==> src/source/lsu_pkg.sv <==
package lsu_pkg;

  localparam int CPU_WIDTH = 32;

  typedef logic [CPU_WIDTH-1:0]   cpu_word_t;
  typedef logic [CPU_WIDTH/8-1:0] strb_t;
  typedef logic [3:0]             axi_id_t;
  typedef logic [7:0]             axi_len_t;
  typedef logic [2:0]             axi_size_t;
  typedef logic [1:0]             axi_burst_t;
  typedef logic [1:0]             axi_resp_t;

  localparam axi_burst_t AXI_BURST_INCR = 2'b01;
  localparam axi_resp_t  AXI_RESP_OKAY  = 2'b00;

  // Odd encodings are stores
  typedef enum logic [3:0] {
    LSU_NOP = 4'b0000,
    LSU_LB  = 4'b0010,
    LSU_LH  = 4'b0100,
    LSU_LW  = 4'b0110,
    LSU_LBU = 4'b1000,
    LSU_LHU = 4'b1010,
    LSU_SB  = 4'b0001,
    LSU_SH  = 4'b0011,
    LSU_SW  = 4'b0101
  } lsu_op_t;

  typedef struct packed {
    lsu_op_t   op;
    cpu_word_t addr;
    cpu_word_t regst;
  } lsu_req_t;

  typedef struct packed {
    cpu_word_t  addr;
    axi_id_t    id;
    axi_len_t   len;
    axi_size_t  size;
    axi_burst_t burst;
  } axi_aw_t;

  typedef struct packed {
    cpu_word_t  addr;
    axi_id_t    id;
    axi_len_t   len;
    axi_size_t  size;
    axi_burst_t burst;
  } axi_ar_t;

  typedef struct packed {
    cpu_word_t data;
    strb_t     strb;
    logic      last;
  } axi_w_t;

  typedef struct packed {
    axi_resp_t resp;
    axi_id_t   id;
  } axi_b_t;

  typedef struct packed {
    cpu_word_t data;
    axi_resp_t resp;
    logic      last;
    axi_id_t   id;
  } axi_r_t;

endpackage

==> src/source/lsu_load_path.sv <==
module lsu_load_path (
  input  logic               i_clk,
  input  logic               i_rst_n,
  input  logic               i_start,
  input  lsu_pkg::lsu_op_t   i_op,
  input  lsu_pkg::cpu_word_t i_addr,
  // AR
  output logic               o_arvalid,
  input  logic               i_arready,
  output lsu_pkg::axi_ar_t   o_ar,
  // R
  input  logic               i_rvalid,
  input  lsu_pkg::axi_r_t    i_r,
  output logic               o_rready,
  output logic               o_done,
  output lsu_pkg::cpu_word_t o_data
);

  import lsu_pkg::*;

  axi_size_t size_c;
  axi_ar_t   ar_q;
  lsu_op_t   op_q;
  logic      arvalid_q;
  logic      rready_q;
  logic      done_q;
  cpu_word_t data_q;
  cpu_word_t shifted;
  cpu_word_t load_c;
  logic      r_hs;

  always_comb begin
    case (i_op)
      LSU_LB, LSU_LBU: size_c = 3'd0;
      LSU_LH, LSU_LHU: size_c = 3'd1;
      LSU_LW:          size_c = 3'd2;
      default:         size_c = 3'd0;
    endcase
  end

  always_ff @(posedge i_clk) begin
    if (i_start) begin
      ar_q.addr  <= i_addr;
      ar_q.id    <= '0;
      ar_q.len   <= '0;
      ar_q.size  <= size_c;
      ar_q.burst <= AXI_BURST_INCR;
      op_q       <= i_op;
    end
  end

  // Bring the addressed byte down to bit 0
  assign shifted = i_r.data >> {ar_q.addr[1:0], 3'b000};

  always_comb begin
    case (op_q)
      LSU_LB:  load_c = {{(CPU_WIDTH-8){shifted[7]}}, shifted[7:0]};
      LSU_LH:  load_c = {{(CPU_WIDTH-16){shifted[15]}}, shifted[15:0]};
      LSU_LBU: load_c = {{(CPU_WIDTH-8){1'b0}}, shifted[7:0]};
      LSU_LHU: load_c = {{(CPU_WIDTH-16){1'b0}}, shifted[15:0]};
      LSU_LW:  load_c = shifted;
      default: load_c = '0;
    endcase
  end

  assign r_hs = i_rvalid && rready_q && i_r.last && (i_r.id == ar_q.id);

  always_ff @(posedge i_clk) begin
    if (r_hs) begin
      data_q <= load_c;
    end
  end

  always_ff @(posedge i_clk or negedge i_rst_n) begin
    if (!i_rst_n) begin
      arvalid_q <= 1'b0;
      rready_q  <= 1'b0;
      done_q    <= 1'b0;
    end else begin
      if (i_start) begin
        arvalid_q <= 1'b1;
      end else if (arvalid_q && i_arready) begin
        arvalid_q <= 1'b0;
      end
      rready_q <= i_rvalid && !rready_q;
      // Pulses together with the new data_q
      done_q   <= r_hs;
    end
  end

  assign o_arvalid = arvalid_q;
  assign o_ar      = ar_q;
  assign o_rready  = rready_q;
  assign o_done    = done_q;
  assign o_data    = data_q;

endmodule

==> config.mk <==
export PLATFORM = sky130hd
export DESIGN_NAME = lsu_load_path
export DESIGN_NICKNAME = d
export VERILOG_FILES = /design/src/source/lsu_pkg.sv /design/src/source/lsu_load_path.sv
export SDC_FILE = /design/constraint.sdc
export NUM_CORES = 1
export LEC_CHECK = 0
export BUFFER_PORTS_ARGS = -buffer_cell sky130_fd_sc_hd__buf_4
export CAP_MARGIN = 20
export CELL_PAD_IN_SITES_DETAIL_PLACEMENT = 0
export CELL_PAD_IN_SITES_GLOBAL_PLACEMENT = 2
export CORE_MARGIN = 2
export CORE_UTILIZATION = 23
export CTS_CLUSTER_SIZE = 25
export DETAILED_ROUTE_END_ITERATION = 7
export MAX_ROUTING_LAYER = met4
export PLACE_DENSITY_LB_ADDON = 0.1
export SLEW_MARGIN = 20
export SYNTH_ARGS = -nofsm -noshare
export SYNTH_HDL_FRONTEND = slang
export SYNTH_SLANG_ARGS = --single-unit
==> constraint.sdc <==
create_clock -name i_clk -period 2.1 [get_ports i_clk]
set_input_delay 0.105 -clock i_clk [delete_from_list [all_inputs] [get_ports i_clk]]
set_output_delay 0.105 -clock i_clk [all_outputs]
set_load 0.01 [all_outputs]
==> metrics <==
layout cell share with drive strength beyond 1 between 40% and 50%; H-tree depth 3; Post-CTS Resized 0; critical path type flip-flop to flip-flop; Reg clk slew, reported paths approximately 60 ps; Crit. Startpoint o_ar[17]; total global-route track usage around an eighth; CTS tree done; Fin. Hold Viols 0; final non-filler cell total about 580; Area Growth Syn to Fin 61.8%; Post-synth EDFFs 70; Ys Warns 0; final net count between 400 and 500; global-route wire length before repair about 14 mm; Final HPWL DP between 6 and 7 mm; Syn Inst Count 206; crit-path max FO 24; worst-margin pin slew 634 ps; Post-Syn Area per Cell 15.5 µm²; RSZ-0062 raised after global routing no; clock buffer depth 2; Hold Crit Class input port to flip-flop; later-pin clock latency in the skew report 340 ps; most common cell after layout, fill and taps aside buf_4; Peak supply drop ~0.44 mV; GP Congestion about 0.71; PwrDens 779 nW/µm²; Initial Utilization between 20% and 30%; Main synth FF type edfxtp_1; Netlist cell types 35; I/O pin count roughly 160; final core utilization 37.8%; Tmin final about 1800 ps; die area 14,900 µm²; status complete, no violations; drt pass-1 iters 4; Congestion Overflow GR 0; Syn Std Cell Area about 3200 µm²; final wirelength around 9 mm; fraction of registers with async set/reset approximately 4.1%; startpoint types flip-flop; worst relative slew slack between 50% and 60%; post-synthesis sequential area ratio 68.0%; Chip Width 122 µm; Yosys reg bits 73; Crit. End Element flip-flop; initial antenna violation count 0; CTS sink cnt 73; skew final just under 9 ps; routed len/inst 15.9 µm; Post-DRT Antenna Nets 0; Tcrit/Tclk final a little under 90%; cell row count between 40 and 50; CTS buffer count 9; Placed Cells ~520; number of post-CTS setup repair buffers 0; Slew Viols, Final 0; root buf cell clkbuf_16; vias in the first global route 2,575; Max Freq 550 MHz; most frequent cells in the layout buf_4 (150), edfxtp_1 (70), dlygate4sd3_1 (38); Worst EP required roughly 2200 ps; # port buffers ~150; FF-to-FF setup slack approximately 280 ps; Ant. Diodes 0; hold path start i_arready; largest net degree at the start of global routing 42; core area around 14,000 µm²; routed vias 2,451; reg2reg start o_ar[17]; Post-route DRC 0; drt first-iter violations around 160; Setup TNS 0 ps; leak pwr about 2.1 nW; Die Span Y 122 µm; Via density 4.25; maxcap violations 0; CP arrival 1860 ps; setup violators final 0
-- repair_timing --
| action | in CTS | in global routing |
|---|---|---|
| hold buffers | 38 | 0 |
| setup endpoints to repair | 0 | 0 |
| endpoints found under the hold margin | 40 | 0 |
-- where the power goes --
group | switching, mW | total (mW) | internal, mW
Clock | 0.597 | 1.79 | 1.19
Combinational | 0.246 | 0.546 | 0.300
Sequential | 0.0288 | 1.70 | 1.67
Total | 0.872 | 4.03 | 3.16
-- metal layers --
layer / share of wire, % / GRT usage, % / vias to the layer above / routed length (µm)
li1: - / - / 1168 / -
met1: 43 / 15.7 / 1144 / 3950
met2: 46 / 19.8 / 126 / 4210
met3: 9.9 / 4.73 / 13 / 910
met4: 1.5 / 5.82 / 0 / 136
met5: 0 / - / - / 0
-- sequential cells by signal, indices dropped and copies added, names as in the netlist --
register	count
o_ar	34
o_done	1
o_data	32
o_rready	1
op_q	4
o_arvalid	1
-- worst max-delay path, stage by stage (launching register included) --
cell and delay (ps):
edfxtp_1 410, mux4_2 540, nand2_2 380, o221ai_1 210
-- layout make-up --
class	count	area, µm²
Fill cell	1343	8540
Sequential cell	73	2180
Timing Repair Buffer	191	1570
Multi-Input combinational cell	116	862
Clock buffer	11	243
Tap cell	180	225
Clock inverter	5	103
Inverter	1	3.75
-- synthesized netlist by cell type (2+ instances only) --
master	number	area, µm²
buf_6	3	33.8
clkbuf_1	3	11.3
buf_4	19	143
mux2i_1	15	150
nor2b_1	11	68.8
a2bb2oi_1	7	61.3
o211ai_1	9	67.6
nand3b_1	2	15.0
conb_1	2	7.51
a21oi_1	2	10.0
o221ai_1	7	61.3
buf_2	4	20.0
dfrtp_1	3	75.1
edfxtp_1	70	2100
o21ai_0	8	40.0
nand2_1	2	7.51
a211oi_1	14	105
nand4b_1	8	70.1
-- path summary, 6_finish.rpt --
path                       depth (start not counted)         end
max                                                3  o_data[16]
min                                                3   o_arvalid
max reg2reg                                        3  o_data[16]
min reg2reg                                        1    o_rready
max in group asynchronous                          2   o_arvalid
min in group asynchronous                          2      o_done
-- cell families after synthesis --
kind of cell / Yosys count / share of synthesized area, %
flops: 73 / 68.0
compound gates: 51 / 11.7
simple gates: 33 / 7.70
buf+inv: 30 / 6.60
mux: 17 / 5.74
other cells: 2 / 0.235
-- through the flow --
step                hold slack (ps)  setup slack (ps)  power (mW)  cell area (µm²)
finish                         43.7               283        4.03             5180
global route                   60.6               154        4.19             5180
CTS                            31.2               240        4.08             5180
detailed placement             -104               240        2.22             4450
global placement               -105               275        2.22             4450
floorplan                      -191               424        1.96             3250
Note: power is estimated with default switching activity, not from simulation.
