<file path="config.mk">
export PLATFORM = sky130hd
export DESIGN_NAME = lsu_complete
export DESIGN_NICKNAME = d
export VERILOG_FILES = /design/src/source/lsu_pkg.sv /design/src/source/lsu_complete.sv
export SDC_FILE = /design/constraint.sdc
export NUM_CORES = 1
export LEC_CHECK = 0
export ABC_CLOCK_PERIOD_IN_PS = 1840
export BUFFER_PORTS_ARGS = -buffer_cell sky130_fd_sc_hd__buf_2
export CORE_UTILIZATION = 45
export DETAILED_ROUTE_END_ITERATION = 10
export PLACE_DENSITY = 0.82
export REMOVE_ABC_BUFFERS = 1
export SLEW_MARGIN = 10
export SYNTH_ARGS = -nofsm -noshare
export SYNTH_HDL_FRONTEND = slang
export SYNTH_SLANG_ARGS = --single-unit
export TNS_END_PERCENT = 10
</file>
<file path="constraint.sdc">
create_clock -name i_clk -period 1.84 [get_ports i_clk]
set_input_delay 0.184 -clock i_clk [delete_from_list [all_inputs] [get_ports i_clk]]
set_output_delay 0.184 -clock i_clk [all_outputs]
set_load 0.005 [all_outputs]
</file>
<file path="src/source/lsu_pkg.sv">
package lsu_pkg;

  localparam int CPU_WIDTH = 32;

  typedef logic [CPU_WIDTH-1:0]   cpu_word_t;
  typedef logic [CPU_WIDTH/8-1:0] strb_t;
  typedef logic [3:0]             axi_id_t;
  typedef logic [7:0]             axi_len_t;
  typedef logic [2:0]             axi_size_t;
  typedef logic [1:0]             axi_burst_t;
  typedef logic [1:0]             axi_resp_t;

  localparam axi_burst_t AXI_BURST_INCR = 2'b01;
  localparam axi_resp_t  AXI_RESP_OKAY  = 2'b00;

  // Odd encodings are stores
  typedef enum logic [3:0] {
    LSU_NOP = 4'b0000,
    LSU_LB  = 4'b0010,
    LSU_LH  = 4'b0100,
    LSU_LW  = 4'b0110,
    LSU_LBU = 4'b1000,
    LSU_LHU = 4'b1010,
    LSU_SB  = 4'b0001,
    LSU_SH  = 4'b0011,
    LSU_SW  = 4'b0101
  } lsu_op_t;

  typedef struct packed {
    lsu_op_t   op;
    cpu_word_t addr;
    cpu_word_t regst;
  } lsu_req_t;

  typedef struct packed {
    cpu_word_t  addr;
    axi_id_t    id;
    axi_len_t   len;
    axi_size_t  size;
    axi_burst_t burst;
  } axi_aw_t;

  typedef struct packed {
    cpu_word_t  addr;
    axi_id_t    id;
    axi_len_t   len;
    axi_size_t  size;
    axi_burst_t burst;
  } axi_ar_t;

  typedef struct packed {
    cpu_word_t data;
    strb_t     strb;
    logic      last;
  } axi_w_t;

  typedef struct packed {
    axi_resp_t resp;
    axi_id_t   id;
  } axi_b_t;

  typedef struct packed {
    cpu_word_t data;
    axi_resp_t resp;
    logic      last;
    axi_id_t   id;
  } axi_r_t;

endpackage

</file>
<file path="src/source/lsu_complete.sv">
module lsu_complete (
  input  logic               i_clk,
  input  logic               i_rst_n,
  input  logic               i_nop_done,
  input  logic               i_store_done,
  input  logic               i_load_done,
  input  lsu_pkg::cpu_word_t i_load_data,
  input  logic               i_post_ready,
  output logic               o_post_valid,
  output lsu_pkg::cpu_word_t o_regld,
  output logic               o_idle
);

  import lsu_pkg::*;

  logic      valid_q;
  cpu_word_t regld_q;
  logic      any_done;
  logic      post_hs;

  // At most one source fires per operation
  assign any_done = i_nop_done || i_store_done || i_load_done;
  assign post_hs  = valid_q && i_post_ready;

  always_ff @(posedge i_clk or negedge i_rst_n) begin
    if (!i_rst_n) begin
      valid_q <= 1'b0;
    end else begin
      if (any_done) begin
        valid_q <= 1'b1;
      end else if (post_hs) begin
        valid_q <= 1'b0;
      end
    end
  end

  // Stores and NOPs write nothing back
  always_ff @(posedge i_clk) begin
    if (any_done) begin
      if (i_load_done) begin
        regld_q <= i_load_data;
      end else begin
        regld_q <= '0;
      end
    end
  end

  assign o_post_valid = valid_q;
  assign o_regld      = regld_q;
  // Result taken, unit may accept again
  assign o_idle       = post_hs;

endmodule

</file>
==> summary.txt, run 1 <==
Avg Inst Size Synth: 17.08 um2
outcome: finished, final reports clean
Total Wirelength: 2272 um
commonest cells after routing, fill and taps aside: sky130_fd_sc_hd__buf_2 (71), sky130_fd_sc_hd__and2_1 (33), sky130_fd_sc_hd__edfxtp_1 (32)
CTS resizes: 0
CP max FO: 3
horizontal extent of the die: 54.28 um
final standard cell utilization of the core: 65.92%
mean number of vias per cell: 4.607
P per Cell Area: 844.7 nW/um2
relative slew slack: 72.34%
net switching power: 289.7 uW
die outline area: 2946 um2
count of distinct cell types in the synthesized netlist: 7
required time of the worst setup path: 1660 ps
y dimension of the die: 54.28 um
post-route clock period utilization: 64.55%
Total Routing Usage GR: 18.06%
number of search-and-repair iterations in the first detailed-routing pass: 4
clock root buffer master: sky130_fd_sc_hd__clkbuf_4
std cell rows: 18
worst-skew pair later-pin latency: 320 ps
Worst R2R End: o_post_valid
reg2reg path depth: 1
antenna diode count: 0
largest net degree at the start of global routing: 34
RR Startpoint: o_post_valid
count of yosys warnings during synthesis: 0
FF-to-FF setup slack: 1150 ps
fin crit period: 1188 ps
number of buffers inserted by post-CTS setup repair: 0
static leakage: 0.0007900 uW
Critical Path Slowest Stage Cell: sky130_fd_sc_hd__dfrtp_1
routability congestion estimate: 0.6946
final hold violation count: 0
power share of the combinational group: 10.8%
nature of the critical path startpoint: flop
number of routed nets with antenna violations: 0
global-route wire length before repair: 3387 um
placed wire-length estimate: 1669 um
TritonCTS clock tree: done
remaining routing DRC violations: 0
Filler Cells Inserted: 196
share of cells above drive strength 1: 52.03%
WP data arrival: 1000 ps
count of placed standard cells including taps: 170
RSZ-0062 raised after global routing: false
maximum VDD drop: 0.6143 mV
drt first-iter violations: 16
synthesized netlist cell count: 72
final-layout setup total negative slack: 0 ps
number of setup violations in the final report: 0
initial core utilization: 48.76%
number of vias in the routed layout: 820
final count of pins violating max slew: 0
total of max-cap violations: 0
leading cell type in the layout, fill and taps excluded: sky130_fd_sc_hd__buf_2
clock buffer count from CTS: 5
Final Total Pwr: 1405 uW
number of top-level pins: 72
post-cts hold buffer count: 1
total area of multi-input combinational cells: 225.2 um2
number of port buffers: 71
switching share of power: 20.63%
Critical Path Sink Type: output pin
antenna violations before repair: 0
crit path to: o_idle
clock input transition at the sequential cells of the worst setup and hold paths: 90 ps
Syn-to-layout area delta: 35.20%
share of Yosys cell area claimed by the top area cell type: 78.13%
average wire per cell in the routed design: 12.76 um
proportion of power drawn by flip-flops and latches: 64.4%
GRT Residual Overflow: 0
Sink Count: 33
origin of the worst setup path: o_post_valid
Cell Chain, Critical Path: and2_1 > buf_2
delay contributed by the slowest stage of the critical path: 410 ps
setup skew after layout: 0 ps
cell type with the highest aggregate area in the netlist: sky130_fd_sc_hd__edfxtp_1
count of placed standard cells in the final layout, fillers left out: 178
internal power summed over all cells: 1115 uW
cell types occupying the most area after synthesis: sky130_fd_sc_hd__edfxtp_1 (78%), sky130_fd_sc_hd__and2_1 (17%), sky130_fd_sc_hd__dfrtp_1 (2.0%)
maximum level of the CTS H-tree: 2
part of the total power dissipated in the clock network: 24.7%
portion of the post-synthesis area used by sequential elements: 80.16%
buffer depth of the longest clock path: 2
worst setup path class: reg2out
nets: 186
register bit total from synthesis: 33
area of all sequential standard cells: 985.9 um2
worst hold slack after final layout: 135.2 ps
number of global-route vias before repair: 754
highest achievable clock rate: 0.8420 GHz
synthesized cell area: 1230 um2
Hold/Removal Path Class: in2reg
Tightest Pin Transition: 414.8 ps
placeable core region: 2522 um2
## cell usage after synthesis
cell,number
sky130_fd_sc_hd__and2_1,33
sky130_fd_sc_hd__edfxtp_1,32
sky130_fd_sc_hd__buf_2,3
sky130_fd_sc_hd__a21o_1,1
sky130_fd_sc_hd__dfrtp_1,1
sky130_fd_sc_hd__inv_1,1
sky130_fd_sc_hd__or3_4,1
## power by group through the flow
stage	combinational [uW]	clock, uW	sequential [uW]
after floorplan	33.7	0	932
after global placement	147	0	919
after detailed placement	153	0	923
after CTS	155	367	906
after global routing	171	390	911
final	152	348	905
## through the flow
| stage | area [um2] | worst slack (ps) |
|---|---|---|
| floorplan | 1215 | 810.3 |
| global placement | 1608 | 472.3 |
| detailed placement | 1608 | 421.9 |
| CTS | 1663 | 651.5 |
| global route | 1663 | 606.9 |
| finish | 1663 | 652.4 |
## worst max-delay path, delay by kind of cell (launching register included)
kind | cells | cell delay [ps]
simple gates | 1 | 160
flops | 1 | 410
buf+inv | 1 | 120
## cell type report
| type | count | area share (%) |
|---|---|---|
| Timing Repair Buffer | 72 | 21.97 |
| Inverter | 1 | 0.2257 |
| Tap cell | 30 | 2.257 |
| Multi-Input combinational cell | 35 | 13.54 |
| Clock buffer | 6 | 2.483 |
| Sequential cell | 33 | 59.29 |
| Clock inverter | 1 | 0.2257 |
## flip-flops by register name, indices dropped and copies added (netlist names)
register	count
o_post_valid	1
o_regld	32
## metal layers
layer / track usage, % / vias to the layer above / routed length [um]
met3: 4.444 / 8 / 165
met1: 18.96 / 369 / 854
met5: 0 / - / 0
met2: 30.28 / 43 / 1181
met4: 14.96 / 0 / 71
li1: - / 400 / -
## worst min path at each step
stage / depth (start not counted) / start / slack (ps) / to
4_1_cts: 2 / i_load_data[19] / 120 / o_regld[19]
5_1_grt: 2 / i_load_data[30] / 130 / o_regld[30]
3_3_place_gp: 1 / i_rst_n / -40 / o_post_valid
6_report: 2 / i_load_data[9] / 140 / o_regld[9]
3_5_place_dp: 1 / i_rst_n / -40 / o_post_valid
2_1_floorplan: 0 / i_rst_n / -110 / o_post_valid
## cells by family (layout without fill, tap and decap cells)
family,after synthesis,in the layout,synth area share (%)
simple gates,34,34,17.70
flops,33,33,80.16
buf+inv,4,80,1.525
compound gates,1,1,0.6106
(Power assumes the default switching activity.)
==> run 2, diff against run 1 <==
Settings changed: ABC_AREA set to 1, ABC_CLOCK_PERIOD_IN_PS 1840 to 1200, CORE_UTILIZATION 45 to 43, PLACE_DENSITY 0.82 to 0.77.
Clock period 1.84 ns to 1.2 ns, I/O delays scaled along.
==> run 2 against run 1 <==
- the flow now finishes with violations (DRC)
- largest cell class unchanged
- critical path depth rose by 1
- clock skew did not move
- count of clock-buffer cells in the layout fell by 1
- routed wire length is 8.6% higher
- sequential power rose by 54%
- total power grew 56%
- via count grew 14%
- first-iteration DRC count increased to 2.8 times the previous value
- sequential share of layout area down 3.0 points
- die area grew 13%
- non-clock buffer count up 2
==> summary.txt, run 2 <==
clock root buffer master: sky130_fd_sc_hd__clkbuf_4
static leakage: 0.001061 uW (+34%)
commonest cells after routing, fill and taps aside: sky130_fd_sc_hd__buf_2 (71), sky130_fd_sc_hd__inv_1 (35), sky130_fd_sc_hd__edfxtp_1 (32)
reg2reg path depth: 2 (+1)
mean number of vias per cell: 4.298 (-6.7%)
prevailing post-synth register cell: sky130_fd_sc_hd__edfxtp_1
GRT Residual Overflow: 0 (unchanged)
portion of the post-synthesis area used by sequential elements: 74.06% (-6.1 points)
Total Wirelength: 2468 um (+8.6%)
setup skew after layout: 0 ps (unchanged)
Total Routing Usage GR: 16.15% (-1.9 points)
clock input transition at the sequential cells of the worst setup and hold paths: 90 ps (about the same)
cell types occupying the most area after synthesis: sky130_fd_sc_hd__edfxtp_1 (72%), sky130_fd_sc_hd__inv_1 (9.9%), sky130_fd_sc_hd__nand2_1 (8.5%)
violated checks: DRC
net switching power: 484.7 uW (+67%)
std cell rows: 19 (+1)
worst setup path class: reg2out
number of routed nets with antenna violations: 0 (unchanged)
Worst Min Path Start: i_nop_done
placed wire-length estimate: 1874 um (+12%)
leading cell type in the layout, fill and taps excluded: sky130_fd_sc_hd__buf_2
y dimension of the die: 57.64 um (+6.2%)
CP max FO: 3 (unchanged)
final standard cell utilization of the core: 61.40% (-4.5 points)
Hold Crit Depth: 3 (+1)
synthesized netlist cell count: 109 (+51%)
average wire per cell in the routed design: 11.32 um (-11%)
antenna diode count: 0 (unchanged)
internal power summed over all cells: 1708 uW (+53%)
Tightest Pin Transition: 325.9 ps (-88.91 ps)
number of setup violations in the final report: 0 (unchanged)
fraction of registers with async set/reset: 3.030% (unchanged)
drt first-iter violations: 44 (+28)
part of the total power dissipated in the clock network: 24.8% (about the same)
final instance area: 1752 um2 (+5.3%)
FF-to-FF setup slack: 550 ps (-600 ps)
synthesized cell area: 1331 um2 (+8.2%)
maximum level of the CTS H-tree: 2 (unchanged)
total of max-cap violations: 0 (unchanged)
Avg Inst Size Synth: 12.21 um2 (-29%)
RR Startpoint: o_post_valid
global-route wire length before repair: 3795 um (+12%)
antenna violations before repair: 0 (unchanged)
Sink Count: 33 (unchanged)
count of placed standard cells including taps: 209 (+23%)
outcome: complete, but fails checks
remaining routing DRC violations: 8 (+8)
nature of the critical path startpoint: flop
largest net degree at the start of global routing: 33 (-2.9%)
final count of pins violating max slew: 0 (unchanged)
share of cells above drive strength 1: 44.92% (-7.1 points)
count of flip-flops with a built-in enable after synthesis: 32 (unchanged)
worst-skew pair later-pin latency: 310 ps (about the same)
relative slew slack: 78.27% (+5.9 points)
clock buffer count from CTS: 5 (unchanged)
number of buffers inserted by post-CTS setup repair: 0 (unchanged)
number of vias in the routed layout: 937 (+14%)
count of placed standard cells in the final layout, fillers left out: 218 (+22%)
Worst R2R End: o_post_valid
WP data arrival: 930 ps (-70 ps)
post-route clock period utilization: 87.56%
RSZ-0062 raised after global routing: false
TritonCTS clock tree: done
Syn-to-layout area delta: 31.58%
horizontal extent of the die: 57.64 um (+6.2%)
share of Yosys cell area claimed by the top area cell type: 72.18% (-5.9 points)
register bit total from synthesis: 33 (unchanged)
final hold violation count: 0 (unchanged)
CTS resizes: 0 (unchanged)
switching share of power: 22.10% (+1.5 points)
initial core utilization: 46.67% (-2.1 points)
count of distinct cell types in the synthesized netlist: 10 (+3)
worst hold slack after final layout: 20.60 ps (-114.6 ps)
power share of the combinational group: 11.9% (+1.1 points)
number of top-level pins: 72 (unchanged)
placeable core region: 2853 um2 (+13%)
maximum VDD drop: 0.5860 mV (-4.6%)
highest achievable clock rate: 0.9517 GHz
max reg flops: 32 (unchanged)
count of yosys warnings during synthesis: 0 (unchanged)
Placed Area: 1692 um2 (+5.2%)
most common cell in the synthesized netlist: sky130_fd_sc_hd__inv_1
number of global-route vias before repair: 937 (+24%)
fin crit period: 1051 ps
final-layout setup total negative slack: 0 ps (unchanged)
number of port buffers: 71 (unchanged)
buffer depth of the longest clock path: 2 (unchanged)
list of most frequent post-synthesis cells: sky130_fd_sc_hd__inv_1 (35), sky130_fd_sc_hd__edfxtp_1 (32), sky130_fd_sc_hd__nand2_1 (30)
Hold/Removal Path Class: in2reg
required time of the worst setup path: 1080 ps (-580 ps)
routability congestion estimate: 0.6531 (-6.0%)
nets: 224 (+20%)
cell type with the highest aggregate area in the netlist: sky130_fd_sc_hd__edfxtp_1
proportion of power drawn by flip-flops and latches: 63.3% (-1.1 points)
die outline area: 3322 um2 (+13%)
P per Cell Area: 1252 nW/um2 (+48%)
Critical Path Sink Type: output pin
number of search-and-repair iterations in the first detailed-routing pass: 8 (+4)
sink of the worst hold path: o_post_valid
[run 2: changes by cell type after synthesis, sizes merged]
cell	delta
nand2	+35
inv	+34
and2	-33
a21o	-1
buf	+1
nand3	+1
nor2	+1
or3	-1
[run 2: through the flow]
stage / total power, uW / setup WS, ps
3_3_place_gp: 1663 / 308.4
2_1_floorplan: 1487 / -68.50
4_1_cts: 2225 / 132.6
5_1_grt: 2297 / 97.39
3_5_place_dp: 1678 / 288.3
6_report: 2193 / 149.2
[run 2: worst max-delay path, stage by stage, from the launching register on]
cell	delay (ps)
sky130_fd_sc_hd__dfrtp_1	410
sky130_fd_sc_hd__nand2_1	70
sky130_fd_sc_hd__inv_1	30
sky130_fd_sc_hd__buf_2	110
[run 2: power groups by stage]
stage	sequential, uW	combinational (uW)	clock, uW
floorplan	1430	57.0	0
global placement	1410	253	0
detailed placement	1420	262	0
CTS	1390	266	570
global route	1400	290	612
finish	1390	261	544
[run 2: layout make-up]
| type | count | area (um2) |
|---|---|---|
| clock buffers | 5 | 37.54 |
| clock inverters | 3 | 12.51 |
| fillers | 251 | 1101 |
| inverters | 35 | 131.4 |
| multi-input cells | 37 | 152.6 |
| flip-flops and latches | 33 | 985.9 |
| well taps | 31 | 38.79 |
| repair buffers | 74 | 392.9 |
[run 2: repair_timing]
item	CTS	global route
hold buffers	1	0
endpoints found under the hold margin	1	0
setup endpoints to repair	0	0
[run 2: how the worst max path moves through the flow]
stage | startpoint | endpoint | slack [ps] | depth (start not counted)
2_1_floorplan | i_store_done | o_regld[0] | -70 | 2
4_1_cts | o_post_valid | o_idle | 130 | 3
6_report | o_post_valid | o_idle | 150 | 3
3_5_place_dp | i_load_done | o_regld[30] | 290 | 4
5_1_grt | o_post_valid | o_idle | 100 | 3
3_3_place_gp | i_load_done | o_regld[20] | 310 | 4
[run 2: routing by layer]
| layer | share of wire, % | wire length (um) | GRT usage [%] |
|---|---|---|---|
| met5 | 0 | 0 | 0 |
| met4 | 1.8 | 45 | 10.45 |
| met3 | 7.7 | 189 | 3.795 |
| met2 | 55 | 1354 | 29.90 |
| met1 | 36 | 878 | 16.01 |
[run 2: kinds of logic after synthesis]
logic type             after synthesis  synth area share, %
and+or+nand+nor                     37                11.47
DFF                                 33                74.06
buffers and inverters               39                14.47
