<file path="src/source/lsu_pkg.sv">
package lsu_pkg;

  localparam int CPU_WIDTH = 32;

  typedef logic [CPU_WIDTH-1:0]   cpu_word_t;
  typedef logic [CPU_WIDTH/8-1:0] strb_t;
  typedef logic [3:0]             axi_id_t;
  typedef logic [7:0]             axi_len_t;
  typedef logic [2:0]             axi_size_t;
  typedef logic [1:0]             axi_burst_t;
  typedef logic [1:0]             axi_resp_t;

  localparam axi_burst_t AXI_BURST_INCR = 2'b01;
  localparam axi_resp_t  AXI_RESP_OKAY  = 2'b00;

  // Odd encodings are stores
  typedef enum logic [3:0] {
    LSU_NOP = 4'b0000,
    LSU_LB  = 4'b0010,
    LSU_LH  = 4'b0100,
    LSU_LW  = 4'b0110,
    LSU_LBU = 4'b1000,
    LSU_LHU = 4'b1010,
    LSU_SB  = 4'b0001,
    LSU_SH  = 4'b0011,
    LSU_SW  = 4'b0101
  } lsu_op_t;

  typedef struct packed {
    lsu_op_t   op;
    cpu_word_t addr;
    cpu_word_t regst;
  } lsu_req_t;

  typedef struct packed {
    cpu_word_t  addr;
    axi_id_t    id;
    axi_len_t   len;
    axi_size_t  size;
    axi_burst_t burst;
  } axi_aw_t;

  typedef struct packed {
    cpu_word_t  addr;
    axi_id_t    id;
    axi_len_t   len;
    axi_size_t  size;
    axi_burst_t burst;
  } axi_ar_t;

  typedef struct packed {
    cpu_word_t data;
    strb_t     strb;
    logic      last;
  } axi_w_t;

  typedef struct packed {
    axi_resp_t resp;
    axi_id_t   id;
  } axi_b_t;

  typedef struct packed {
    cpu_word_t data;
    axi_resp_t resp;
    logic      last;
    axi_id_t   id;
  } axi_r_t;

endpackage

</file>
<file path="src/source/lsu_store_path.sv">
module lsu_store_path (
  input  logic               i_clk,
  input  logic               i_rst_n,
  input  logic               i_start,
  input  lsu_pkg::lsu_op_t   i_op,
  input  lsu_pkg::cpu_word_t i_addr,
  input  lsu_pkg::cpu_word_t i_regst,
  // AW
  output logic               o_awvalid,
  input  logic               i_awready,
  output lsu_pkg::axi_aw_t   o_aw,
  // W
  output logic               o_wvalid,
  input  logic               i_wready,
  output lsu_pkg::axi_w_t    o_w,
  // B
  input  logic               i_bvalid,
  input  lsu_pkg::axi_b_t    i_b,
  output logic               o_bready,
  output logic               o_done
);

  import lsu_pkg::*;

  axi_size_t size_c;
  strb_t     mask_c;
  axi_aw_t   aw_q;
  axi_w_t    w_q;
  logic      awvalid_q;
  logic      wvalid_q;
  logic      bready_q;
  logic      done_q;
  logic      b_hs;

  // Transfer size and unshifted byte mask per store width
  always_comb begin
    case (i_op)
      LSU_SB: begin
        size_c = 3'd0;
        mask_c = 4'b0001;
      end
      LSU_SH: begin
        size_c = 3'd1;
        mask_c = 4'b0011;
      end
      LSU_SW: begin
        size_c = 3'd2;
        mask_c = 4'b1111;
      end
      default: begin
        size_c = 3'd0;
        mask_c = 4'b0000;
      end
    endcase
  end

  // Address and data held until the handshakes
  always_ff @(posedge i_clk) begin
    if (i_start) begin
      aw_q.addr  <= i_addr;
      aw_q.id    <= '0;
      aw_q.len   <= '0;
      aw_q.size  <= size_c;
      aw_q.burst <= AXI_BURST_INCR;
      w_q.data   <= i_regst << {i_addr[1:0], 3'b000};
      w_q.strb   <= mask_c << i_addr[1:0];
      w_q.last   <= 1'b1;
    end
  end

  // Only the response to our own write counts
  assign b_hs = i_bvalid && bready_q && (i_b.id == aw_q.id);

  always_ff @(posedge i_clk or negedge i_rst_n) begin
    if (!i_rst_n) begin
      awvalid_q <= 1'b0;
      wvalid_q  <= 1'b0;
      bready_q  <= 1'b0;
      done_q    <= 1'b0;
    end else begin
      if (i_start) begin
        awvalid_q <= 1'b1;
      end else if (awvalid_q && i_awready) begin
        awvalid_q <= 1'b0;
      end
      if (i_start) begin
        wvalid_q <= 1'b1;
      end else if (wvalid_q && i_wready) begin
        wvalid_q <= 1'b0;
      end
      // Ready follows valid by one cycle
      bready_q <= i_bvalid && !bready_q;
      done_q   <= b_hs;
    end
  end

  assign o_awvalid = awvalid_q;
  assign o_aw      = aw_q;
  assign o_wvalid  = wvalid_q;
  assign o_w       = w_q;
  assign o_bready  = bready_q;
  assign o_done    = done_q;

endmodule

</file>
<file path="config.mk">
export PLATFORM = sky130hd
export DESIGN_NAME = lsu_store_path
export DESIGN_NICKNAME = d
export VERILOG_FILES = /design/src/source/lsu_pkg.sv /design/src/source/lsu_store_path.sv
export SDC_FILE = /design/constraint.sdc
export NUM_CORES = 1
export LEC_CHECK = 0
export ABC_AREA = 1
export BUFFER_PORTS_ARGS = -buffer_cell sky130_fd_sc_hd__buf_2
export CORE_ASPECT_RATIO = 0.75
export CORE_MARGIN = 5
export CORE_UTILIZATION = 48
export CTS_CLUSTER_DIAMETER = 120
export DETAILED_ROUTE_END_ITERATION = 16
export HOLD_SLACK_MARGIN = 0.08
export PLACE_DENSITY = 0.86
export SETUP_SLACK_MARGIN = 0.4
export SYNTH_ARGS = -nofsm -noshare
export SYNTH_HDL_FRONTEND = slang
export SYNTH_SLANG_ARGS = --single-unit
export TNS_END_PERCENT = 50
</file>
<file path="constraint.sdc">
create_clock -name i_clk -period 1.1 [get_ports i_clk]
set_input_delay 0.165 -clock i_clk [delete_from_list [all_inputs] [get_ports i_clk]]
set_output_delay 0.165 -clock i_clk [all_outputs]
set_load 0.1 [all_outputs]
</file>
==> key figures, run 1 <==
STA
  • Hold Vio Cnt, Final: 1
  • Tmin final: 1.26 ns
  • Final setup fails: 73
  • Hold slack: -0.0222 ns
  • Clk_skew: 0.0000437 ns
  • Final worst slack: -0.164 ns
  • Max Fclk: 791 MHz
  • Slew Limit Fails: 0
  • Unrepaired setup endpoints after global routing: yes
  • Period utilisation layout: 1.15

CTS
  • Worst-Skew Late Latency: 0.35 ns
  • Deepest clock path buffer count: 2
  • Clk slew on worst S/H paths: 0.11 ns
  • Root buffer cell: clkbuf_8
  • Num CTS Buffers: 9
  • CTS tree: built
  • Sink Count: 74
  • Htree depth: 3

Detailed routing
  • Initial DRC Count: 247
  • Routed wire length: 12500 µm
  • DR pass1 iterations: 5
  • Final ANT Viol Nets: 0
  • DR vias/cell: 5.41
  • Routed vias: 2808
  • DRC: 0
  • Wire per inst: 24.1 µm

Critical path
  • Crit path DAT: 1.10 ns
  • Setup CP Type: reg2out
  • Peak fanout along the critical path: 1
  • Crit path capture type: primary output
  • Crit Reg-Reg Startpoint: o_awvalid
  • Crit path cell chain: buf_12
  • CP max stage delay: 0.50 ns
  • Crit. path cell count: 1
  • Crit. Startpoint: o_aw[22]
  • Startpoint types: flop
  • Top delay family on crit path: flip-flops
  • CP required: 0.94 ns
  • R2R depth: 3
  • Buffers plus inverters on the worst setup path: 1
  • Critical path's slowest cell: edfxtp_1

Logic synthesis
  • Seq/Total Area, Yosys: 0.715
  • Synth Flop Type: edfxtp_1
  • Average size of a mapped cell: 12.9 µm²
  • Post-synth EDFFs: 70
  • Ys async rst share: 0.0541
  • Cell Area, Synth: 3080 µm²
  • Yosys cell types: 23
  • Yosys reg bits: 74
  • Synthesized instance count: 239
  • Yosys warns: 0

Global route
  • First-pass GRT wire length: 16900 µm
  • Gr ovfl total: 0
  • Initial antenna violation count: 0
  • GR peak layer: met2
  • GR Util met3: 0.121
  • Global-route usage over all layers: 0.289
  • Vias in the first global route: 2923
  • Pin count of the biggest net entering global routing: 44
  • GR Util met2: 0.508
  • GR Util met1: 0.309

Power and ir drop
  • Pwr/cell area: 1630 nW/µm²
  • Power Total: 9.42 mW
  • P_leak: 2.52 nW
  • Max VDD drop: 1.14 mV

Floorplanning
  • Die outline width: 102 µm
  • Die ar.: 8130 µm²
  • # rows: 25
  • I/O Pins: 170
  • Core Footprint: 6260 µm²
  • Die Span Y: 79.4 µm
  • Starting Density: 0.492

Placed design
  • Placed inst area: 5050 µm²
  • Placed Cells: 466
  • GP Congestion: 0.737
  • Post-DP HPWL: 6650 µm
  • Port buffer count: 151

Worst hold path
  • Min-Delay Path Class: in2reg
  • Hold Crit Depth: 2
  • Worst hold start: i_b[0]

Outcome
  • Failing checks: negative hold slack, negative setup slack
  • Status: finished, violations left

Run
  • Max Cap Viol: 0

Final layout
  • Share of cells above drive strength 1: 0.493
  • Area Growth Syn to Fin: 87.2%
  • Cell area after layout: 5760 µm²
  • # diodes: 0
  • Final cell count without fillers: 519
  • Fillers: 212
  • Final net count: 513
[routing by layer]
metal,vias up,part of all wire
li1,1187,-
met1,1337,0.33
met2,250,0.50
met3,34,0.14
met4,0,0.030
met5,-,0
[metrics by stage]
| step | setup WS [ns] | util | hold slack [ns] | TNS, ns |
|---|---|---|---|---|
| floorplan | 0.0310 | - | -0.131 | 0 |
| global placement | -0.00671 | 0.807 | -0.0280 | -0.0114 |
| detailed placement | -0.0857 | 0.807 | -0.0262 | -0.409 |
| CTS | -0.106 | 0.904 | -0.0432 | -3.47 |
| global route | -0.191 | 0.921 | -0.0489 | -7.13 |
| finish | -0.164 | 0.921 | -0.0222 | -4.39 |
[power breakdown]
group | internal [mW] | total, mW | switching (mW)
combinational | 1.17 | 3.57 | 2.40
clock | 1.07 | 2.28 | 1.21
sequential | 3.36 | 3.57 | 0.214
[timing repair]
| item | in CTS | in global routing |
|---|---|---|
| endpoints found under the setup margin | 97 | 93 |
| gates resized for setup | 17 | 30 |
| hold buffers | 34 | 1 |
| setup buffers | 2 | 0 |
| hold endpoints to repair | 38 | 1 |
| pin swaps | 6 | 10 |
[cells in the final DEF, fill, tap and decap left out, types with 4 or more instances in the layout]
| cell type | count |
|---|---|
| dlygate4sd3_1 | 30 |
| a21oi_2 | 4 |
| dlymetal6s4s_1 | 5 |
| edfxtp_1 | 70 |
| o21ai_1 | 11 |
| o21ai_2 | 7 |
| buf_2 | 76 |
| o211ai_1 | 5 |
| inv_1 | 14 |
| nand2_2 | 4 |
| a22oi_2 | 4 |
| conb_1 | 16 |
| buf_12 | 81 |
| a21oi_1 | 7 |
| nand2_1 | 27 |
| clkbuf_8 | 9 |
| nor2_1 | 20 |
| nand3_1 | 5 |
[cell usage after synthesis (3+ instances only)]
cell type | count | share of area
nand2_1 | 31 | 0.038
nor2_1 | 25 | 0.030
nand2_2 | 3 | 0.0061
buf_4 | 20 | 0.049
edfxtp_1 | 70 | 0.68
a22oi_2 | 3 | 0.012
o21ai_1 | 14 | 0.023
or2_0 | 3 | 0.0061
nor3_1 | 4 | 0.0065
o211ai_1 | 5 | 0.012
nand3_1 | 7 | 0.011
inv_1 | 17 | 0.021
o21ai_0 | 7 | 0.011
buf_6 | 4 | 0.015
dfrtp_1 | 4 | 0.033
buf_2 | 3 | 0.0049
a21oi_2 | 3 | 0.0085
a21oi_1 | 8 | 0.013
[cells by family after synthesis]
group,Yosys count,share of synthesized area
compound gates,42,0.0850
simple gates,75,0.102
buf+inv,46,0.0947
other cells,2,0.00244
flops,74,0.715
[flip-flops by register name (all words and copies together), names as in the netlist]
register,cells
o_aw,34
o_awvalid,1
o_bready,1
o_done,1
o_w,36
o_wvalid,1
[final timing paths]
path,end,slack (ns)
worst max-delay path,o_aw[22],-0.16
worst min-delay path,o_done,-0.02
worst max register to register,o_awvalid,0.24
worst min register to register,o_bready,0.62
max in group asynchronous,o_wvalid,0.81
min in group asynchronous,o_awvalid,0.13
[final cells by class]
class,count,area [µm²],share of cell area
Tap cell,81,101,0.0176
Timing Repair Buffer,196,2410,0.418
Clock buffer,9,124,0.0215
Multi-Input combinational cell,133,748,0.130
Inverter,19,92.6,0.0161
Sequential cell,74,2210,0.384
Clock inverter,7,76.3,0.0132
(Power assumes the default switching activity.)
==> run 2: changes to the inputs <==
--- a/config.mk
+++ b/config.mk
@@ -15,6 +15,7 @@
 export HOLD_SLACK_MARGIN = 0.08
 export PLACE_DENSITY = 0.86
 export SETUP_SLACK_MARGIN = 0.4
+export SKIP_LAST_GASP = 1
 export SYNTH_ARGS = -nofsm -noshare
 export SYNTH_HDL_FRONTEND = slang
 export SYNTH_SLANG_ARGS = --single-unit
==> key figures, run 2 (same netlist as run 1, synthesis figures left out) <==
Placed design
  • Placed inst area: 5050 µm² (unchanged)
  • Port buffer count: 151 (unchanged)
  • Post-DP HPWL: 6650 µm (unchanged)
  • Place WS: -0.0857 ns (unchanged)
  • GP Congestion: 0.737 (unchanged)
  • Placed Cells: 466 (unchanged)

Power and ir drop
  • Power Total: 9.23 mW (was 9.42 mW)
  • P_leak: 2.43 nW (was 2.52 nW)
  • Pwr/cell area: 1650 nW/µm² (was 1630 nW/µm²)
  • Max VDD drop: 1.11 mV (was 1.14 mV)

Final layout
  • Final cell count without fillers: 518 (was 519)
  • Share of cells above drive strength 1: 0.439 (was 0.493)
  • Final net count: 512 (was 513)
  • Number of flip-flops in the largest register: 36 (unchanged)
  • Cell area after layout: 5600 µm² (was 5760 µm²)
  • # diodes: 0 (unchanged)
  • Post-layout util: 0.896 (was 0.921)
  • Leading cell type in the layout, fill and taps excluded: buf_12 (unchanged)
  • Area Growth Syn to Fin: 82.0% (was 87.2%)
  • Register cell area after layout: 2210 µm² (unchanged)
  • Fillers: 254 (was 212)
  • Area of the multi-input gates: 637 µm² (was 748 µm²)
  • Most frequent cells in the layout: 81 x buf_12, 77 x buf_2, 70 x edfxtp_1 (was 81 x buf_12, 76 x buf_2, 70 x edfxtp_1)

CTS
  • CTS tree: built (unchanged)
  • Htree depth: 3 (unchanged)
  • Root buffer cell: clkbuf_8 (unchanged)
  • Num CTS Buffers: 9 (unchanged)
  • Hold Buf Count CTS: 34 (unchanged)
  • Deepest clock path buffer count: 2 (unchanged)
  • Sink Count: 74 (unchanged)
  • Clk slew on worst S/H paths: 0.08 ns (was 0.11 ns)
  • Worst-Skew Late Latency: 0.35 ns (about the same)

Critical path
  • Setup CP Type: reg2out (unchanged)
  • Top delay family on crit path: flip-flops (unchanged)
  • Peak fanout along the critical path: 2 (was 1)
  • Critical path's slowest cell: dfrtp_4 (was edfxtp_1)
  • Buffers plus inverters on the worst setup path: 1 (unchanged)
  • Startpoint types: flop (unchanged)
  • CP required: 0.94 ns (about the same)
  • Crit path cell chain: buf_12 (unchanged)
  • Worst R2R Setup Slack: 0.23 ns (was 0.24 ns)
  • Crit path capture type: primary output (unchanged)
  • CP max stage delay: 0.51 ns (was 0.50 ns)
  • Crit path DAT: 1.05 ns (was 1.10 ns)

STA
  • Hold Vio Cnt, Final: 1 (unchanged)
  • Final setup fails: 73 (unchanged)
  • Unrepaired setup endpoints after global routing: yes (unchanged)
  • Tmin final: 1.21 ns (was 1.26 ns)
  • Final worst slack: -0.111 ns (was -0.164 ns)
  • Slew Limit Fails: 0 (unchanged)
  • Period utilisation layout: 1.10 (was 1.15)
  • Clk_skew: 0.00000930 ns (was 0.0000437 ns)
  • Hold slack: -0.0398 ns (was -0.0222 ns)
  • Final TNS setup: -3.22 ns (was -4.39 ns)
  • Max Fclk: 826 MHz (was 791 MHz)

Floorplanning
  • # rows: 25 (unchanged)
  • Die Span Y: 79.4 µm (unchanged)
  • Die outline width: 102 µm (unchanged)
  • Die ar.: 8130 µm² (unchanged)
  • I/O Pins: 170 (unchanged)
  • Starting Density: 0.492 (unchanged)
  • Core Footprint: 6260 µm² (unchanged)

Detailed routing
  • DR pass1 iterations: 5 (unchanged)
  • Wire per inst: 21.2 µm (was 24.1 µm)
  • Routed vias: 2699 (was 2808)
  • DRC: 0 (unchanged)
  • Routed wire length: 11000 µm (was 12500 µm)
  • DR vias/cell: 5.21 (was 5.41)
  • Final ANT Viol Nets: 0 (unchanged)
  • Initial DRC Count: 184 (was 247)

Outcome
  • Failing checks: negative hold slack, negative setup slack (unchanged)
  • Status: finished, violations left (unchanged)

Global route
  • Pin count of the biggest net entering global routing: 44 (unchanged)
  • GR Util met3: 0.118 (was 0.121)
  • Vias in the first global route: 2860 (was 2923)
  • Gr ovfl total: 0 (unchanged)
  • First-pass GRT wire length: 16000 µm (was 16900 µm)
  • GR Util met1: 0.286 (was 0.309)
  • GR peak layer: met2 (unchanged)
  • Global-route usage over all layers: 0.272 (was 0.289)
  • Initial antenna violation count: 0 (unchanged)
  • GR Util met2: 0.468 (was 0.508)

Worst hold path
  • Min-Delay Path Class: in2reg (unchanged)

Run
  • Max Cap Viol: 0 (unchanged)
## run 2: worst paths after layout
| kind | startpoint | to | cells after the start |
|---|---|---|---|
| worst min register to register | o_bready | o_bready | 2 |
| max in group asynchronous | i_rst_n | o_wvalid | 2 |
| worst max register to register | o_bready | o_done | 3 |
| worst min-delay path | i_b[0] | o_done | 2 |
| min in group asynchronous | i_rst_n | o_awvalid | 2 |
| worst max-delay path | o_wvalid | o_wvalid | 1 |
## run 2: timing repair
item                       in CTS  in global routing
resized for setup               0                  0
setup endpoints to repair      97                108
buffers inserted                2                  0
hold endpoints to repair       38                  1
## run 2: per-layer routing
layer / wire length [µm] / part of all wire
met1: 3590 / 0.33
met2: 5510 / 0.50
met3: 1420 / 0.13
met4: 452 / 0.041
met5: 0 / 0
## run 2: power breakdown
group | switching [mW] | internal, mW
clock network | 1.13 | 1.06
registers | 0.205 | 3.36
logic | 2.34 | 1.14
total | 3.67 | 5.56
## run 2: area by class of cell
cell class,count,area share
tap,81,0.0181
clock buffer,9,0.0221
sequential,74,0.395
timing repair buffer,195,0.423
clock inverter,7,0.0136
multi-input combinational,133,0.114
inverter,19,0.0145
==> run 3: changes to the inputs <==
--- a/config.mk
+++ b/config.mk
@@ -8,12 +8,12 @@
 export ABC_AREA = 1
 export BUFFER_PORTS_ARGS = -buffer_cell sky130_fd_sc_hd__buf_2
 export CORE_ASPECT_RATIO = 0.75
-export CORE_MARGIN = 5
-export CORE_UTILIZATION = 48
+export CORE_UTILIZATION = 49
+export CTS_BUF_LIST = sky130_fd_sc_hd__clkbuf_8
 export CTS_CLUSTER_DIAMETER = 120
 export DETAILED_ROUTE_END_ITERATION = 16
 export HOLD_SLACK_MARGIN = 0.08
-export PLACE_DENSITY = 0.86
+export PLACE_DENSITY = 0.87
 export SETUP_SLACK_MARGIN = 0.4
 export SKIP_LAST_GASP = 1
 export SYNTH_ARGS = -nofsm -noshare
==> key figures, run 3 (same netlist as run 1, synthesis figures left out) <==
Critical path
  • Crit path cell chain: buf_12 (unchanged)
  • R2R depth: 3 (unchanged)
  • Top delay family on crit path: flip-flops (unchanged)
  • Crit path capture type: primary output (unchanged)
  • Peak fanout along the critical path: 1 (was 2)
  • Crit path DAT: 1.05 ns (about the same)
  • Worst R2R Setup Slack: 0.24 ns (was 0.23 ns)
  • CP required: 0.94 ns (about the same)
  • Critical path's slowest cell: edfxtp_1 (was dfrtp_4)
  • Buffers plus inverters on the worst setup path: 1 (unchanged)
  • Startpoint types: flop (unchanged)
  • CP max stage delay: 0.49 ns (was 0.51 ns)
  • Crit Reg-Reg Startpoint: o_bready (unchanged)
  • Worst r2r dst: o_done (unchanged)
  • Setup CP Type: reg2out (unchanged)

Global route
  • First-pass GRT wire length: 16100 µm (was 16000 µm)
  • Vias in the first global route: 2812 (was 2860)
  • Initial antenna violation count: 0 (unchanged)
  • Global-route usage over all layers: 0.340 (was 0.272)
  • Gr ovfl total: 0 (unchanged)
  • Pin count of the biggest net entering global routing: 39 (was 44)

CTS
  • Post-cts sizing count: 0 (unchanged)
  • Worst-Skew Late Latency: 0.35 ns (about the same)
  • Deepest clock path buffer count: 2 (unchanged)
  • Root buffer cell: clkbuf_8 (unchanged)
  • Sink Count: 74 (unchanged)
  • Htree depth: 3 (unchanged)
  • CTS tree: built (unchanged)
  • Clk slew on worst S/H paths: 0.08 ns (about the same)
  • Num CTS Buffers: 9 (unchanged)

Final layout
  • # diodes: 0 (unchanged)
  • Share of cells above drive strength 1: 0.445 (was 0.439)
  • Leading cell type in the layout, fill and taps excluded: buf_12 (unchanged)
  • Cell area after layout: 5580 µm² (was 5600 µm²)
  • Area Growth Syn to Fin: 81.3% (was 82.0%)
  • Final net count: 513 (was 512)
  • Number of flip-flops in the largest register: 36 (unchanged)
  • Most frequent cells in the layout: 78 x buf_12, 77 x buf_2, 70 x edfxtp_1 (was 81 x buf_12, 77 x buf_2, 70 x edfxtp_1)

Worst hold path
  • Hold-critical path endpoint: o_aw[44] (was o_done)
  • Min-Delay Path Class: in2reg (unchanged)
  • Hold Crit Depth: 1 (was 2)
  • Worst hold start: i_addr[27] (was i_b[0])

STA
  • Max Fclk: 822 MHz (was 826 MHz)
  • Hold Vio Cnt, Final: 1 (unchanged)
  • Unrepaired setup endpoints after global routing: yes (unchanged)
  • Slew Limit Fails: 0 (unchanged)
  • Period utilisation layout: 1.11 (was 1.10)
  • Tmin final: 1.22 ns (was 1.21 ns)
  • Clk_skew: 0.000466 ns (was 0.00000930 ns)
  • Hold slack: -0.00376 ns (was -0.0398 ns)
  • Final setup fails: 74 (was 73)
  • Final worst slack: -0.116 ns (was -0.111 ns)

Floorplanning
  • Core Footprint: 5950 µm² (was 6260 µm²)
  • Starting Density: 0.518 (was 0.492)
  • I/O Pins: 170 (unchanged)
  • Die Span Y: 70.6 µm (was 79.4 µm)
  • Die ar.: 6610 µm² (was 8130 µm²)
  • Die outline width: 93.5 µm (was 102 µm)
  • # rows: 24 (was 25)

Detailed routing
  • DR vias/cell: 5.54 (was 5.21)
  • Sum of routed wire segments on met1: 3490 µm (was 3590 µm)
  • Initial DRC Count: 234 (was 184)
  • DR pass1 iterations: 5 (unchanged)
  • Routed wire length: 11600 µm (was 11000 µm)
  • Routed vias: 2857 (was 2699)
  • Met3 routed WL: 1150 µm (was 1420 µm)
  • Final ANT Viol Nets: 0 (unchanged)
  • DR WL met2: 6300 µm (was 5510 µm)
  • DRC: 0 (unchanged)
  • Wire per inst: 22.5 µm (was 21.2 µm)
  • Top layer in use: met4 (unchanged)

Placed design
  • Place WS: -0.0632 ns (was -0.0857 ns)
  • Port buffer count: 151 (unchanged)
  • Post-DP HPWL: 6020 µm (was 6650 µm)
  • GP Congestion: 0.818 (was 0.737)
  • Placed inst area: 5020 µm² (was 5050 µm²)

Power and ir drop
  • Pwr/cell area: 1690 nW/µm² (was 1650 nW/µm²)
  • P_leak: 2.44 nW (was 2.43 nW)
  • Power Total: 9.42 mW (was 9.23 mW)
  • Max VDD drop: 1.27 mV (was 1.11 mV)

Outcome
  • Failing checks: negative hold slack, negative setup slack (unchanged)
  • Status: finished, violations left (unchanged)

Run
  • Max Cap Viol: 0 (unchanged)
run 3: cell types whose count changed in the layout (fill, tap and decap cells not counted):
cell / delta
clkinv_2: +1
clkinv_4: -1
bufinv_16: +1
dlygate4sd3_1: -2
clkinv_1: -1
inv_1: +1
inv_6: -1
buf_4: +6
buf_12: -3
run 3: per-layer routing:
| layer | track usage | vias up |
|---|---|---|
| li1 | - | 1183 |
| met1 | 0.340 | 1344 |
| met2 | 0.659 | 263 |
| met3 | 0.0989 | 67 |
| met4 | 0.133 | 0 |
| met5 | 0 | - |
run 3: through the flow:
| stage | hold slack [ns] | setup TNS, ns | std cells | utilization |
|---|---|---|---|---|
| floorplan | -0.131 | 0 | 253 | - |
| global placement | -0.0289 | -0.0153 | 465 | 0.844 |
| detailed placement | -0.0255 | -0.448 | 465 | 0.844 |
| CTS | -0.00934 | -3.09 | 513 | 0.934 |
| global route | -0.00620 | -4.72 | 516 | 0.939 |
| finish | -0.00376 | -3.12 | 516 | 0.939 |
run 3: how the worst max path moves through the flow:
| stage | cells past startpoint | slack, ns | start | endpoint |
|---|---|---|---|---|
| after floorplan | 0 | 0.03 | o_aw[17] | o_aw[17] |
| after detailed placement | 5 | -0.06 | i_addr[0] | o_w[29] |
| after global routing | 1 | -0.15 | o_aw[30] | o_aw[30] |
| after global placement | 5 | -0.008 | i_addr[0] | o_w[35] |
| after CTS | 1 | -0.1 | o_wvalid | o_wvalid |
| final | 1 | -0.12 | o_aw[30] | o_aw[30] |
run 3: timing repair:
item / CTS / global route
hold endpoints to repair: 38 / 8
endpoints found under the setup margin: 95 / 126
hold buffers: 29 / 3
setup buffers: 3 / 0
run 3: layout make-up:
class                      count  area [µm²]
fill                         186         364
sequential                    74        2210
clock buffer                   9         124
clock inverter                 7        93.8
timing repair buffer         196        2330
tap                           78        97.6
multi-input combinational    133         637
inverter                      19        81.3
run 3: report_power, final:
part,total (mW),internal [mW],switching (mW)
sequential,3.58,3.36,0.218
clock,2.37,1.28,1.10
combinational,3.47,1.12,2.35
total,9.42,5.76,3.66
